`src/hw/stepper_consts.svh`:
```
`ifndef STEPPER_CONSTS_SVH
`define STEPPER_CONSTS_SVH

`define SPEED_W 16       // table entry width
`define STEP_W 16        // step count width
`define TABLE_AW 6       // 64 table entries

// clocks between two turns of one motor, at least read latency + 1
`define SLOT_PERIOD 8

`define MOTOR_NBR_DEF 2

`endif

```
`src/hw/stepper_pkg.sv`:
```
`include "stepper_consts.svh"

package stepper_pkg;

	// number of own slots between two drive pulses
	typedef logic [`SPEED_W-1:0] speed_t;

	// remaining or commanded drive pulses
	typedef logic [`STEP_W-1:0] step_t;

	typedef logic [`TABLE_AW-1:0] tbl_idx_t;

endpackage

```
`src/hw/table_rd_if.sv`:
```
`timescale 1ns/100ps
`include "stepper_consts.svh"

interface table_rd_if #(
	parameter int motor_nbr = `MOTOR_NBR_DEF
);

	logic [`SLOT_PERIOD-1:0] slot;                 // one-hot, bit k is motor k's turn
	logic [`TABLE_AW-1:0]    req_addr [motor_nbr]; // current index of each motor
	logic [`TABLE_AW-1:0]    rd_addr;
	logic [`SPEED_W-1:0]     rd_data;              // seen by all cores
	logic [`TABLE_AW-1:0]    last_idx;             // highest loaded entry

	modport tbl (input rd_addr, output rd_data, output last_idx);

	modport sched (output slot, output rd_addr, input req_addr);

	modport core (input slot, output req_addr, input rd_data, input last_idx);

endinterface

```
`src/hw/motor_core.sv`:
```
`timescale 1ns/100ps

module motor_core #(
	parameter int motor_id = 0
) (
	input  logic                clk,
	input  logic                resetn,
	table_rd_if.core            rd,
	input  logic                start,
	input  logic                stop,
	input  logic                dir,
	input  stepper_pkg::step_t  steps,
	output logic                drive,
	output logic                dir_out,
	output logic                busy,
	output stepper_pkg::speed_t rt_speed
);

	stepper_pkg::speed_t   slot_cnt;  // own slots since last pulse
	stepper_pkg::speed_t   cnt_nx;
	stepper_pkg::step_t    remain;
	stepper_pkg::step_t    rem_nx;
	stepper_pkg::tbl_idx_t idx;
	stepper_pkg::tbl_idx_t idx_nx;
	logic                  my_slot;
	logic                  hit;
	logic                  stop_pend;

	assign my_slot               = rd.slot[motor_id];
	assign rd.req_addr[motor_id] = idx;

	assign cnt_nx = slot_cnt + 1'b1;
	assign hit    = cnt_nx >= rd.rd_data;  // zero entry acts as one
	assign rem_nx = remain - 1'b1;

	// accelerate while far from the end, mirror on the way down
	always_comb begin
		idx_nx = idx;
		if (rem_nx > stepper_pkg::step_t'(idx) && idx < rd.last_idx)
			idx_nx = idx + 1'b1;
		else if (rem_nx <= stepper_pkg::step_t'(idx) && idx != '0)
			idx_nx = idx - 1'b1;
	end

	always_ff @(posedge clk) begin
		if (!resetn) begin
			busy      <= 1'b0;
			drive     <= 1'b0;
			dir_out   <= 1'b0;
			rt_speed  <= '0;
			stop_pend <= 1'b0;
			slot_cnt  <= '0;
			remain    <= '0;
			idx       <= '0;
		end else begin
			drive <= 1'b0;
			if (!busy) begin
				if (start && steps != '0) begin
					busy     <= 1'b1;
					dir_out  <= dir;
					remain   <= steps;
					slot_cnt <= '0;
					idx      <= '0;
				end
				if (my_slot)
					rt_speed <= '0;  // idle reads back zero
			end else begin
				if (stop)
					stop_pend <= 1'b1;
				if (my_slot) begin
					if (stop_pend || stop) begin
						busy      <= 1'b0;
						stop_pend <= 1'b0;
						idx       <= '0;
						rt_speed  <= '0;
					end else begin
						rt_speed <= rd.rd_data;
						if (hit) begin
							drive    <= 1'b1;
							slot_cnt <= '0;
							remain   <= rem_nx;
							if (rem_nx == '0) begin
								busy <= 1'b0;
								idx  <= '0;  // park at entry 0 for the next move
							end else begin
								idx <= idx_nx;
							end
						end else begin
							slot_cnt <= cnt_nx;
						end
					end
				end
			end
		end
	end

	// the last pulse leaves together with busy, so look one cycle back
	assert property (@(posedge clk) disable iff (!resetn) drive |-> $past(busy))
		else $error("motor %0d drive pulse outside a move", motor_id);

endmodule

```
`src/hw/slot_scheduler.sv`:
```
`timescale 1ns/100ps
`include "stepper_consts.svh"

module slot_scheduler #(
	parameter int motor_nbr = `MOTOR_NBR_DEF
) (
	input  logic      clk,
	input  logic      resetn,
	table_rd_if.sched rd
);

	logic [`SLOT_PERIOD-1:0] ahead;    // slot as it will be two cycles on
	stepper_pkg::tbl_idx_t   nxt_addr;

	// rotating enable, one motor per cycle
	always_ff @(posedge clk) begin
		if (!resetn)
			rd.slot <= {{(`SLOT_PERIOD-1){1'b0}}, 1'b1};
		else
			rd.slot <= {rd.slot[`SLOT_PERIOD-2:0], rd.slot[`SLOT_PERIOD-1]};
	end

	assign ahead = {rd.slot[`SLOT_PERIOD-3:0], rd.slot[`SLOT_PERIOD-1 -: 2]};

	// and-or select, only one bit of ahead is set
	always_comb begin
		nxt_addr = '0;
		for (int k = 0; k < motor_nbr; k++) begin
			if (ahead[k])
				nxt_addr = nxt_addr | rd.req_addr[k];
		end
	end

	// address lands one cycle before the owner's slot, data on the slot itself
	always_ff @(posedge clk) begin
		rd.rd_addr <= nxt_addr;
	end

	assert property (@(posedge clk) disable iff (!resetn) $onehot(rd.slot))
		else $error("slot enable is not one-hot");

endmodule

```
`src/hw/speed_table.sv`:
```
`timescale 1ns/100ps

module speed_table (
	input  logic                clk,
	input  logic                resetn,
	input  logic                load,
	input  logic                wr_en,
	input  stepper_pkg::speed_t wr_data,
	table_rd_if.tbl             rd
);

	localparam int DEPTH = 2 ** $bits(stepper_pkg::tbl_idx_t);

	stepper_pkg::tbl_idx_t wr_addr;
	logic                  wrapped; // last entry already written
	logic                  wr_fire;
	stepper_pkg::speed_t   mem [DEPTH];

	assign wr_fire = load && wr_en;

	always_ff @(posedge clk) begin
		if (!resetn) begin
			wr_addr     <= '0;
			rd.last_idx <= '0;
			wrapped     <= 1'b0;
		end else if (!load) begin
			wr_addr <= '0;
			wrapped <= 1'b0;
		end else if (wr_en) begin
			wr_addr     <= wr_addr + 1'b1;
			rd.last_idx <= wr_addr;
			if (wr_addr == stepper_pkg::tbl_idx_t'(DEPTH - 1))
				wrapped <= 1'b1;
		end
	end

	// write port from load, read port from scheduler
	always_ff @(posedge clk) begin
		if (wr_fire)
			mem[wr_addr] <= wr_data;
		rd.rd_data <= mem[rd.rd_addr];
	end

	// a load longer than the table would overwrite entry 0 and break last_idx
	assert property (@(posedge clk) disable iff (!resetn) wr_fire |-> !wrapped)
		else $error("speed table written past its last entry");

endmodule

```
`src/hw/stepper_ctrl.sv`:
```
`timescale 1ns/100ps
`include "stepper_consts.svh"

module stepper_ctrl #(
	parameter int motor_nbr = `MOTOR_NBR_DEF
) (
	input  logic                  clk,
	input  logic                  resetn,
	input  logic                  load,
	input  logic                  wr_en,
	input  stepper_pkg::speed_t   wr_data,
	input  logic [motor_nbr-1:0]  start,
	input  logic [motor_nbr-1:0]  stop,
	input  logic [motor_nbr-1:0]  dir,
	input  stepper_pkg::step_t    steps [motor_nbr],
	output logic [motor_nbr-1:0]  drive,
	output logic [motor_nbr-1:0]  dir_out,
	output logic [motor_nbr-1:0]  busy,
	output stepper_pkg::speed_t   rt_speed [motor_nbr]
);

	table_rd_if #(.motor_nbr(motor_nbr)) rd_bus ();

	speed_table i_speed_table (
		.clk     (clk),
		.resetn  (resetn),
		.load    (load),
		.wr_en   (wr_en),
		.wr_data (wr_data),
		.rd      (rd_bus)
	);

	slot_scheduler #(.motor_nbr(motor_nbr)) i_slot_scheduler (
		.clk    (clk),
		.resetn (resetn),
		.rd     (rd_bus)
	);

	for (genvar k = 0; k < motor_nbr; k++) begin : g_motor
		motor_core #(.motor_id(k)) i_motor_core (
			.clk      (clk),
			.resetn   (resetn),
			.rd       (rd_bus),
			.start    (start[k]),
			.stop     (stop[k]),
			.dir      (dir[k]),
			.steps    (steps[k]),
			.drive    (drive[k]),
			.dir_out  (dir_out[k]),
			.busy     (busy[k]),
			.rt_speed (rt_speed[k])
		);
	end

endmodule

```
`config.mk`:
```
export PLATFORM = sky130hd
export DESIGN_NAME = stepper_ctrl
export DESIGN_NICKNAME = d
export VERILOG_FILES = /design/src/hw/stepper_pkg.sv /design/src/hw/table_rd_if.sv /design/src/hw/motor_core.sv /design/src/hw/slot_scheduler.sv /design/src/hw/speed_table.sv /design/src/hw/stepper_ctrl.sv
export VERILOG_INCLUDE_DIRS = /design/src /design/src/hw
export SDC_FILE = /design/constraint.sdc
export NUM_CORES = 1
export LEC_CHECK = 0
export BUFFER_PORTS_ARGS = -buffer_cell sky130_fd_sc_hd__buf_2
export CELL_PAD_IN_SITES_DETAIL_PLACEMENT = 1
export CELL_PAD_IN_SITES_GLOBAL_PLACEMENT = 1
export CORE_ASPECT_RATIO = 1.5
export CORE_UTILIZATION = 49
export DETAILED_ROUTE_END_ITERATION = 10
export GPL_TIMING_DRIVEN = 0
export HOLD_SLACK_MARGIN = 0.12
export PLACE_DENSITY_LB_ADDON = 0.1
export REMOVE_ABC_BUFFERS = 1
export SYNTH_ARGS = -nofsm -noshare
export SYNTH_HDL_FRONTEND = slang
export SYNTH_SLANG_ARGS = --single-unit
```
`constraint.sdc`:
```
create_clock -name clk -period 4.06 [get_ports clk]
set_input_delay 0.406 -clock clk [delete_from_list [all_inputs] [get_ports clk]]
set_output_delay 0.406 -clock clk [all_outputs]
set_load 0.005 [all_outputs]
```
; ---- Yosys cells after proc, flatten, opt, wreduce, memory -nomap -nowiden
; Memories as Yosys holds them, arrays and structs flattened. A register that Yosys moved wholly into a read port is not among the register bits.
; Cells that the tools add are included.
[op_classes]
bitwise_logic = 6
n_mux = 68
add_sub_neg = 9
n_eq_ne = 10
n_reduce_logical = 29
order_cmp = 8
[ops]
columns = op, n
row1 = $mux 16, 28
row2 = $mux 6, 18
row3 = $add 16x1->16 const B, 2
row4 = $ge 16x16->1, 2
row5 = $gt 16x6->1, 2
row6 = $le 16x6->1, 2
row7 = $logic_not 16->1, 2
row8 = $reduce_bool 16->1, 2
row9 = $sub 16x1->16 const B, 2
row10 = $mux 1, 22
row11 = $add 6x1->6 const B, 3
row12 = $reduce_and 4->1, 4
row13 = $lt 6x6->1, 2
row14 = $ne 2x2->1 const B, 6
row15 = $reduce_bool 6->1, 2
row16 = $sub 6x1->6 const B, 2
row17 = $ne 5x5->1 const B, 2
row18 = $reduce_and 2->1, 4
row19 = $reduce_or 4->1, 2
row20 = $logic_and 1x1->1, 7
row21 = $ne 3x3->1 const B, 2
row22 = $or 6x6->6, 1
row23 = $reduce_and 3->1, 2
row24 = $not 1->1, 5
row25 = 2 further kinds, 4
[word_totals]
register_bits = 142
ram_bits = 1024
word_cells = 151
n_memories = 1
in_bits = 58
[mem_list]
columns = memory, words, width, rd, rd_clocked_by_memory_dff, wr, line
row1 = i_speed_table.mem, 64, 16, 1, 1, 1, speed_table.sv:17  ; stepper_pkg::speed_t mem [DEPTH];

; ---- Longest topological paths before layout
[logic_depth]
ltp_word = 10
mapped_depth = 21
depth_no_buf = 20

; ---- Least setup slack after synthesis
; OpenSTA, ideal clock, no wires.
[synth_path]
kind = reg2reg
from = register g_motor[1].i_motor_core.remain[0]
to = register g_motor[1].i_motor_core.idx[5]
arrival_ns = 3.773
path_stages_with_launch = 22
path_slack_ns = 0.165
n_path_buf = 2
cell_sequence = dfxtp_1 -> inv_1 -> ha_1 -> buf_2 -> or4b_1 -> buf_2 -> nand2_1 -> ha_1 -> nand3_1 -> o22ai_1 -> a31oi_1 -> inv_1 -> a21oi_2 -> inv_1 -> ha_1 -> a21o_1 -> a21oi_1 -> o21bai_1 -> a21oi_1 -> xnor2_1 -> and4bb_1 -> a311o_1
[synth_via]
elab_chain_cells = 9
word_cells_on_any_way = 14
[synth_rtl]
columns = element, line
row1 = start: declaration, motor_core.sv:21  ; stepper_pkg::step_t remain;
row2 = start signal: assignment, motor_core.sv:61  ; remain <= steps;
row3 = start signal: assignment, motor_core.sv:81  ; remain <= rem_nx;
row4 = $sub 16x1->16 *, motor_core.sv:34  ; assign rem_nx = remain - 1'b1;
row5 = $gt 16x6->1, motor_core.sv:39  ; if (rem_nx > stepper_pkg::step_t'(idx) && idx < rd.last_idx)
row6 = $logic_and 1x1->1, motor_core.sv:39
row7 = $mux 6, motor_core.sv:39
row8 = $mux 6, motor_core.sv:82  ; if (rem_nx == '0) begin
row9 = $mux 6, motor_core.sv:78  ; if (hit) begin
row10 = $mux 6, motor_core.sv:71  ; if (stop_pend || stop) begin
row11 = $mux 6, motor_core.sv:70  ; if (my_slot) begin
row12 = $mux 6, motor_core.sv:57  ; if (!busy) begin
row13 = end signal: assignment, motor_core.sv:86  ; idx <= idx_nx;
row14 = end: declaration, motor_core.sv:23  ; stepper_pkg::tbl_idx_t idx;
; Every way passes the cells marked *; elsewhere a longest branch is shown, timed or not. The select of a mux whose other input is x is not followed.
; A chain may end at the register's enable or synchronous reset.

; ---- Worst setup path in the final report
; Same ends and word-level chain as after synthesis.

==> flow_metrics.py <==
metrics = {
    "placement": {
        "gp_congestion": 0.820,
        "place_area_um2": 51100,
        "placedCellCount": 3875,
        "portBuffers": 95,
        "dp_hpwl_mm": 78.0,
    },
    "layout": {
        "areaGrowthSynthToFinish_pct": 16.0,
        "diodes": 0,
        "fillers": 8446,
        "multi_input_area_um2": 13500,
        "nets": 2890,
        "final_area_um2": 55500,
        "drive_gt1_frac": 0.296,
        "stdcell_count": 4134,
        "seq_area_um2": 33900,
        "utilization": 0.573,
    },
    "clock_network": {
        "cts_root_buf": "clkbuf_16",
        "clk_latency_ns": 0.72,
        "clk_pin_slew_worst_paths_ns": 0.06,
        "cts_max_path_buffers": 3,
        "cts_made_buffers": 110,
        "cts_tree": "done",
        "cts-htree-levels": 3,
        "clock_sinks": 1182,
    },
    "critical_path": {
        "path_max_fanout": 7,
        "slowest_stage": "or4b_4",
        "crit_chain": "inv_2 > ha_4 > or4b_4 > nand2_1 > ha_1 > nand3_1 > o22ai_1 > a31oi_1 > inv_1 > a21oi_4 > inv_2 > ha_1 > a21o_1 > a21oi_2 > o21bai_1 > a21oi_2 > xnor2_1 > and4bb_1 > a311o_1",
        "required_ns": 4.65,
        "crit_type": "reg -> reg",
        "rrSetupSlack_ns": 0.1,
        "crit_buf_inv": 3,
        "path_delay_family": "compound AO/OA/AOI/OAI gates",
        "crit_path_end_kind": "flip-flop",
        "r2r-end": "g_motor[1].i_motor_core.idx[5]$_SDFFE_PN0P_",
        "critPathCapture": "g_motor[1].i_motor_core.idx[5]$_SDFFE_PN0P_",
        "startpoint": "g_motor[1].i_motor_core.remain[0]$_SDFFE_PN0P_",
        "timing.rr.start": "g_motor[1].i_motor_core.remain[0]$_SDFFE_PN0P_",
        "max_stage_delay_ns": 0.51,
        "cp.depth": 19,
        "crit_path_start_kind": "flip-flop",
        "ff2ff_path_depth": 19,
        "arrival_ns": 4.55,
    },
    "routing": {
        "ant_nets": 0,
        "route.detailed.wl_per_inst_um": 28.6,
        "via_count": 24800,
        "first_pass_iters": 5,
        "routed_wl_mm": 118,
        "viasPerCell": 6.00,
        "drcViolationCount": 0,
        "initialDrtViolationCount": 1845,
    },
    "synthesis": {
        "synthTopCellsByArea": "edfxtp_1 64%, mux4_2 16%, dfxtp_1 6.6%",
        "synthMuxAreaShare": 0.162,
        "synth_top_family_by_area": "multiplexers",
        "yosysWarnings": 0,
        "async_flop_share": 0,
        "yosysMostFrequentCell": "edfxtp_1",
        "synth.largest_area_cell": "edfxtp_1",
        "synthAdderAreaFrac": 0.0189,
        "synthCells": 2563,
        "synth_ff_type": "edfxtp_1",
        "synth-compound-area-share": 0.0371,
        "synth_common_cells": "1024 x edfxtp_1, 336 x mux4_2, 162 x nor2_1, 158 x dfxtp_1, 104 x clkbuf_1",
        "yosys.area_share.simple": 0.0471,
        "synth_cell_type_count": 73,
        "syn_area_um2": 47800,
        "synth_edf_count": 1024,
        "synth_area_per_cell_um2": 18.7,
        "ys_ff_latch": 1182,
        "synth_xor_area_frac": 0.00879,
        "synth-seq-area-share": 0.709,
        "synth_top_area_frac": 0.643,
    },
    "floorplanning": {
        "io_pins": 96,
        "dieArea_um2": 98900,
        "initial_core_util": 0.494,
        "coreArea_um2": 96900,
        "die_h_um": 385,
        "die_x_um": 257,
        "num_rows": 140,
    },
    "global_route": {
        "globalRouteOverflowTotal": 0,
        "grt_max_degree": 65,
        "track_usage": 0.244,
        "grt_pass1_vias": 26800,
        "antenna_found_initial": 2,
        "grt_first_pass_wirelength_mm": 176,
    },
    "sta": {
        "fin_tns_setup_ns": 0,
        "timing.final.crit_share": 0.975,
        "finClkSkew_ns": 0.0275,
        "setup_violations": 0,
        "worst_slew_pin_slew_ns": 1.42,
        "final_max_slew_viol_count": 0,
        "fmax_mhz": 253,
        "finalHoldViolations": 0,
        "maxSlewHeadroom": 0.0563,
        "min_period_ns": 3.96,
    },
    "power_and_ir_drop": {
        "ir_drop_mv": 0.446,
        "leakage_nw": 17.7,
        "finalPower_mw": 24.9,
        "p_per_area_nw_per_um2": 449,
    },
    "min_path": {
        "hp-class": "in -> reg",
    },
    "run": {
        "drv_cap": 0,
    },
    "outcome": {
        "status": "finished clean",
    },
}
==> registers in the layout, indices dropped and copies added, names as in the netlist <==
register / flops
g_motor.i_motor_core.busy: 2
g_motor.i_motor_core.remain: 32
g_motor.i_motor_core.stop_pend: 2
i_speed_table.wr_addr: 6
g_motor.i_motor_core.rt_speed: 32
g_motor.i_motor_core.slot_cnt: 32
i_speed_table.rd.rd_data: 16
i_slot_scheduler.rd.slot: 8
g_motor.i_motor_core.idx: 12
i_slot_scheduler.rd.rd_addr: 6
g_motor.i_motor_core.dir_out: 2
i_speed_table.mem: 1024
g_motor.i_motor_core.drive: 2
i_speed_table.rd.last_idx: 6
==> repair_timing <==
action,in CTS,in global routing
cloned,0,0
setup endpoints to repair,70,50
setup buffers,8,12
hold endpoints to repair,40,0
gates resized for setup,23,32
hold buffers,32,0
pin swaps,5,5
==> worst min path at each step <==
stage,startpoint,cells after the start,end
final,steps[31],3,g_motor[0].i_motor_core.remain[15]$_SDFFE_PN0P_
after global routing,steps[31],3,g_motor[0].i_motor_core.remain[15]$_SDFFE_PN0P_
after CTS,load,3,i_speed_table.wr_addr[4]$_SDFFE_PN0P_
after global placement,i_slot_scheduler.rd.slot[4]$_SDFF_PN0_,1,i_slot_scheduler.rd.slot[5]$_SDFF_PN0_
after detailed placement,i_slot_scheduler.rd.slot[5]$_SDFF_PN0_,1,i_slot_scheduler.rd.slot[6]$_SDFF_PN0_
after floorplan,i_slot_scheduler.rd.slot[2]$_SDFF_PN0_,1,i_slot_scheduler.rd.slot[3]$_SDFF_PN0_
==> cell families after synthesis <==
logic type	count (synthesis)
AO/OA/AOI/OAI	259
XOR/XNOR	48
adder cells (fa/ha/maj)	71
buffers and inverters	202
flip-flops	1182
multiplexers	356
AND/OR/NAND/NOR	445
==> metrics by stage <==
step	setup WS, ns	hold slack, ns
after floorplan	-8.09	0.412
after global placement	-13.17	0.431
after detailed placement	-0.586	0.427
after CTS	0.0128	0.122
after global routing	-0.0677	0.178
final	0.0997	0.165
==> cells in the final DEF (no fill, tap or decap), types with 11 or more instances in the layout <==
master and n:
nand3_1 32, clkinv_1 26, and2_1 13, mux2i_1 18, ha_1 66, nand2_1 70
a21o_1 13, bufinv_16 14, clkbuf_1 17, buf_4 25, mux4_2 336, nor2_1 95
buf_2 95, a211oi_1 15, or3_1 11, inv_1 51, a22oi_1 19, o21ai_0 35
a21oi_1 76, nor2b_1 25, nor3_1 17, nor2_2 63, nor4_1 14, xor2_1 15
edfxtp_1 1024, nand2b_1 13, xnor2_1 28, buf_8 54, clkinv_2 19, buf_16 25
clkbuf_16 110, a22o_1 32, dfxtp_1 144, dlygate4sd3_1 32, and3_1 12
==> tightest hold or removal path: cells and delay by family <==
kind	cells	cell delay [ns]
AOI/OAI and AO/OA	2	0.31
buffers and inverters	1	0.12
==> report_power, final <==
part / switching (mW) / internal (mW) / leakage (nW)
clock: 4.58 / 5.91 / 1.78
combinational: 0.646 / 0.414 / 5.42
sequential: 0.112 / 13.2 / 10.5
total: 5.34 / 19.6 / 17.7
==> metal layers <==
| metal | part of all wire | routed length, µm | vias up | track usage |
|---|---|---|---|---|
| li1 | - | - | 10800 | - |
| met1 | 0.38 | 45400 | 13200 | 0.297 |
| met2 | 0.53 | 63100 | 626 | 0.439 |
| met3 | 0.041 | 4820 | 179 | 0.0275 |
| met4 | 0.041 | 4840 | 0 | 0.102 |
| met5 | 0 | 0 | - | 0 |
==> cell type report <==
cell class | count | area share
multi-input combinational | 1179 | 0.244
sequential | 1182 | 0.612
clock buffer | 127 | 0.0508
timing repair buffer | 233 | 0.0453
tap | 1278 | 0.0288
inverter | 55 | 0.00374
clock inverter | 80 | 0.0156
Note: power is estimated with default switching activity, not from simulation.
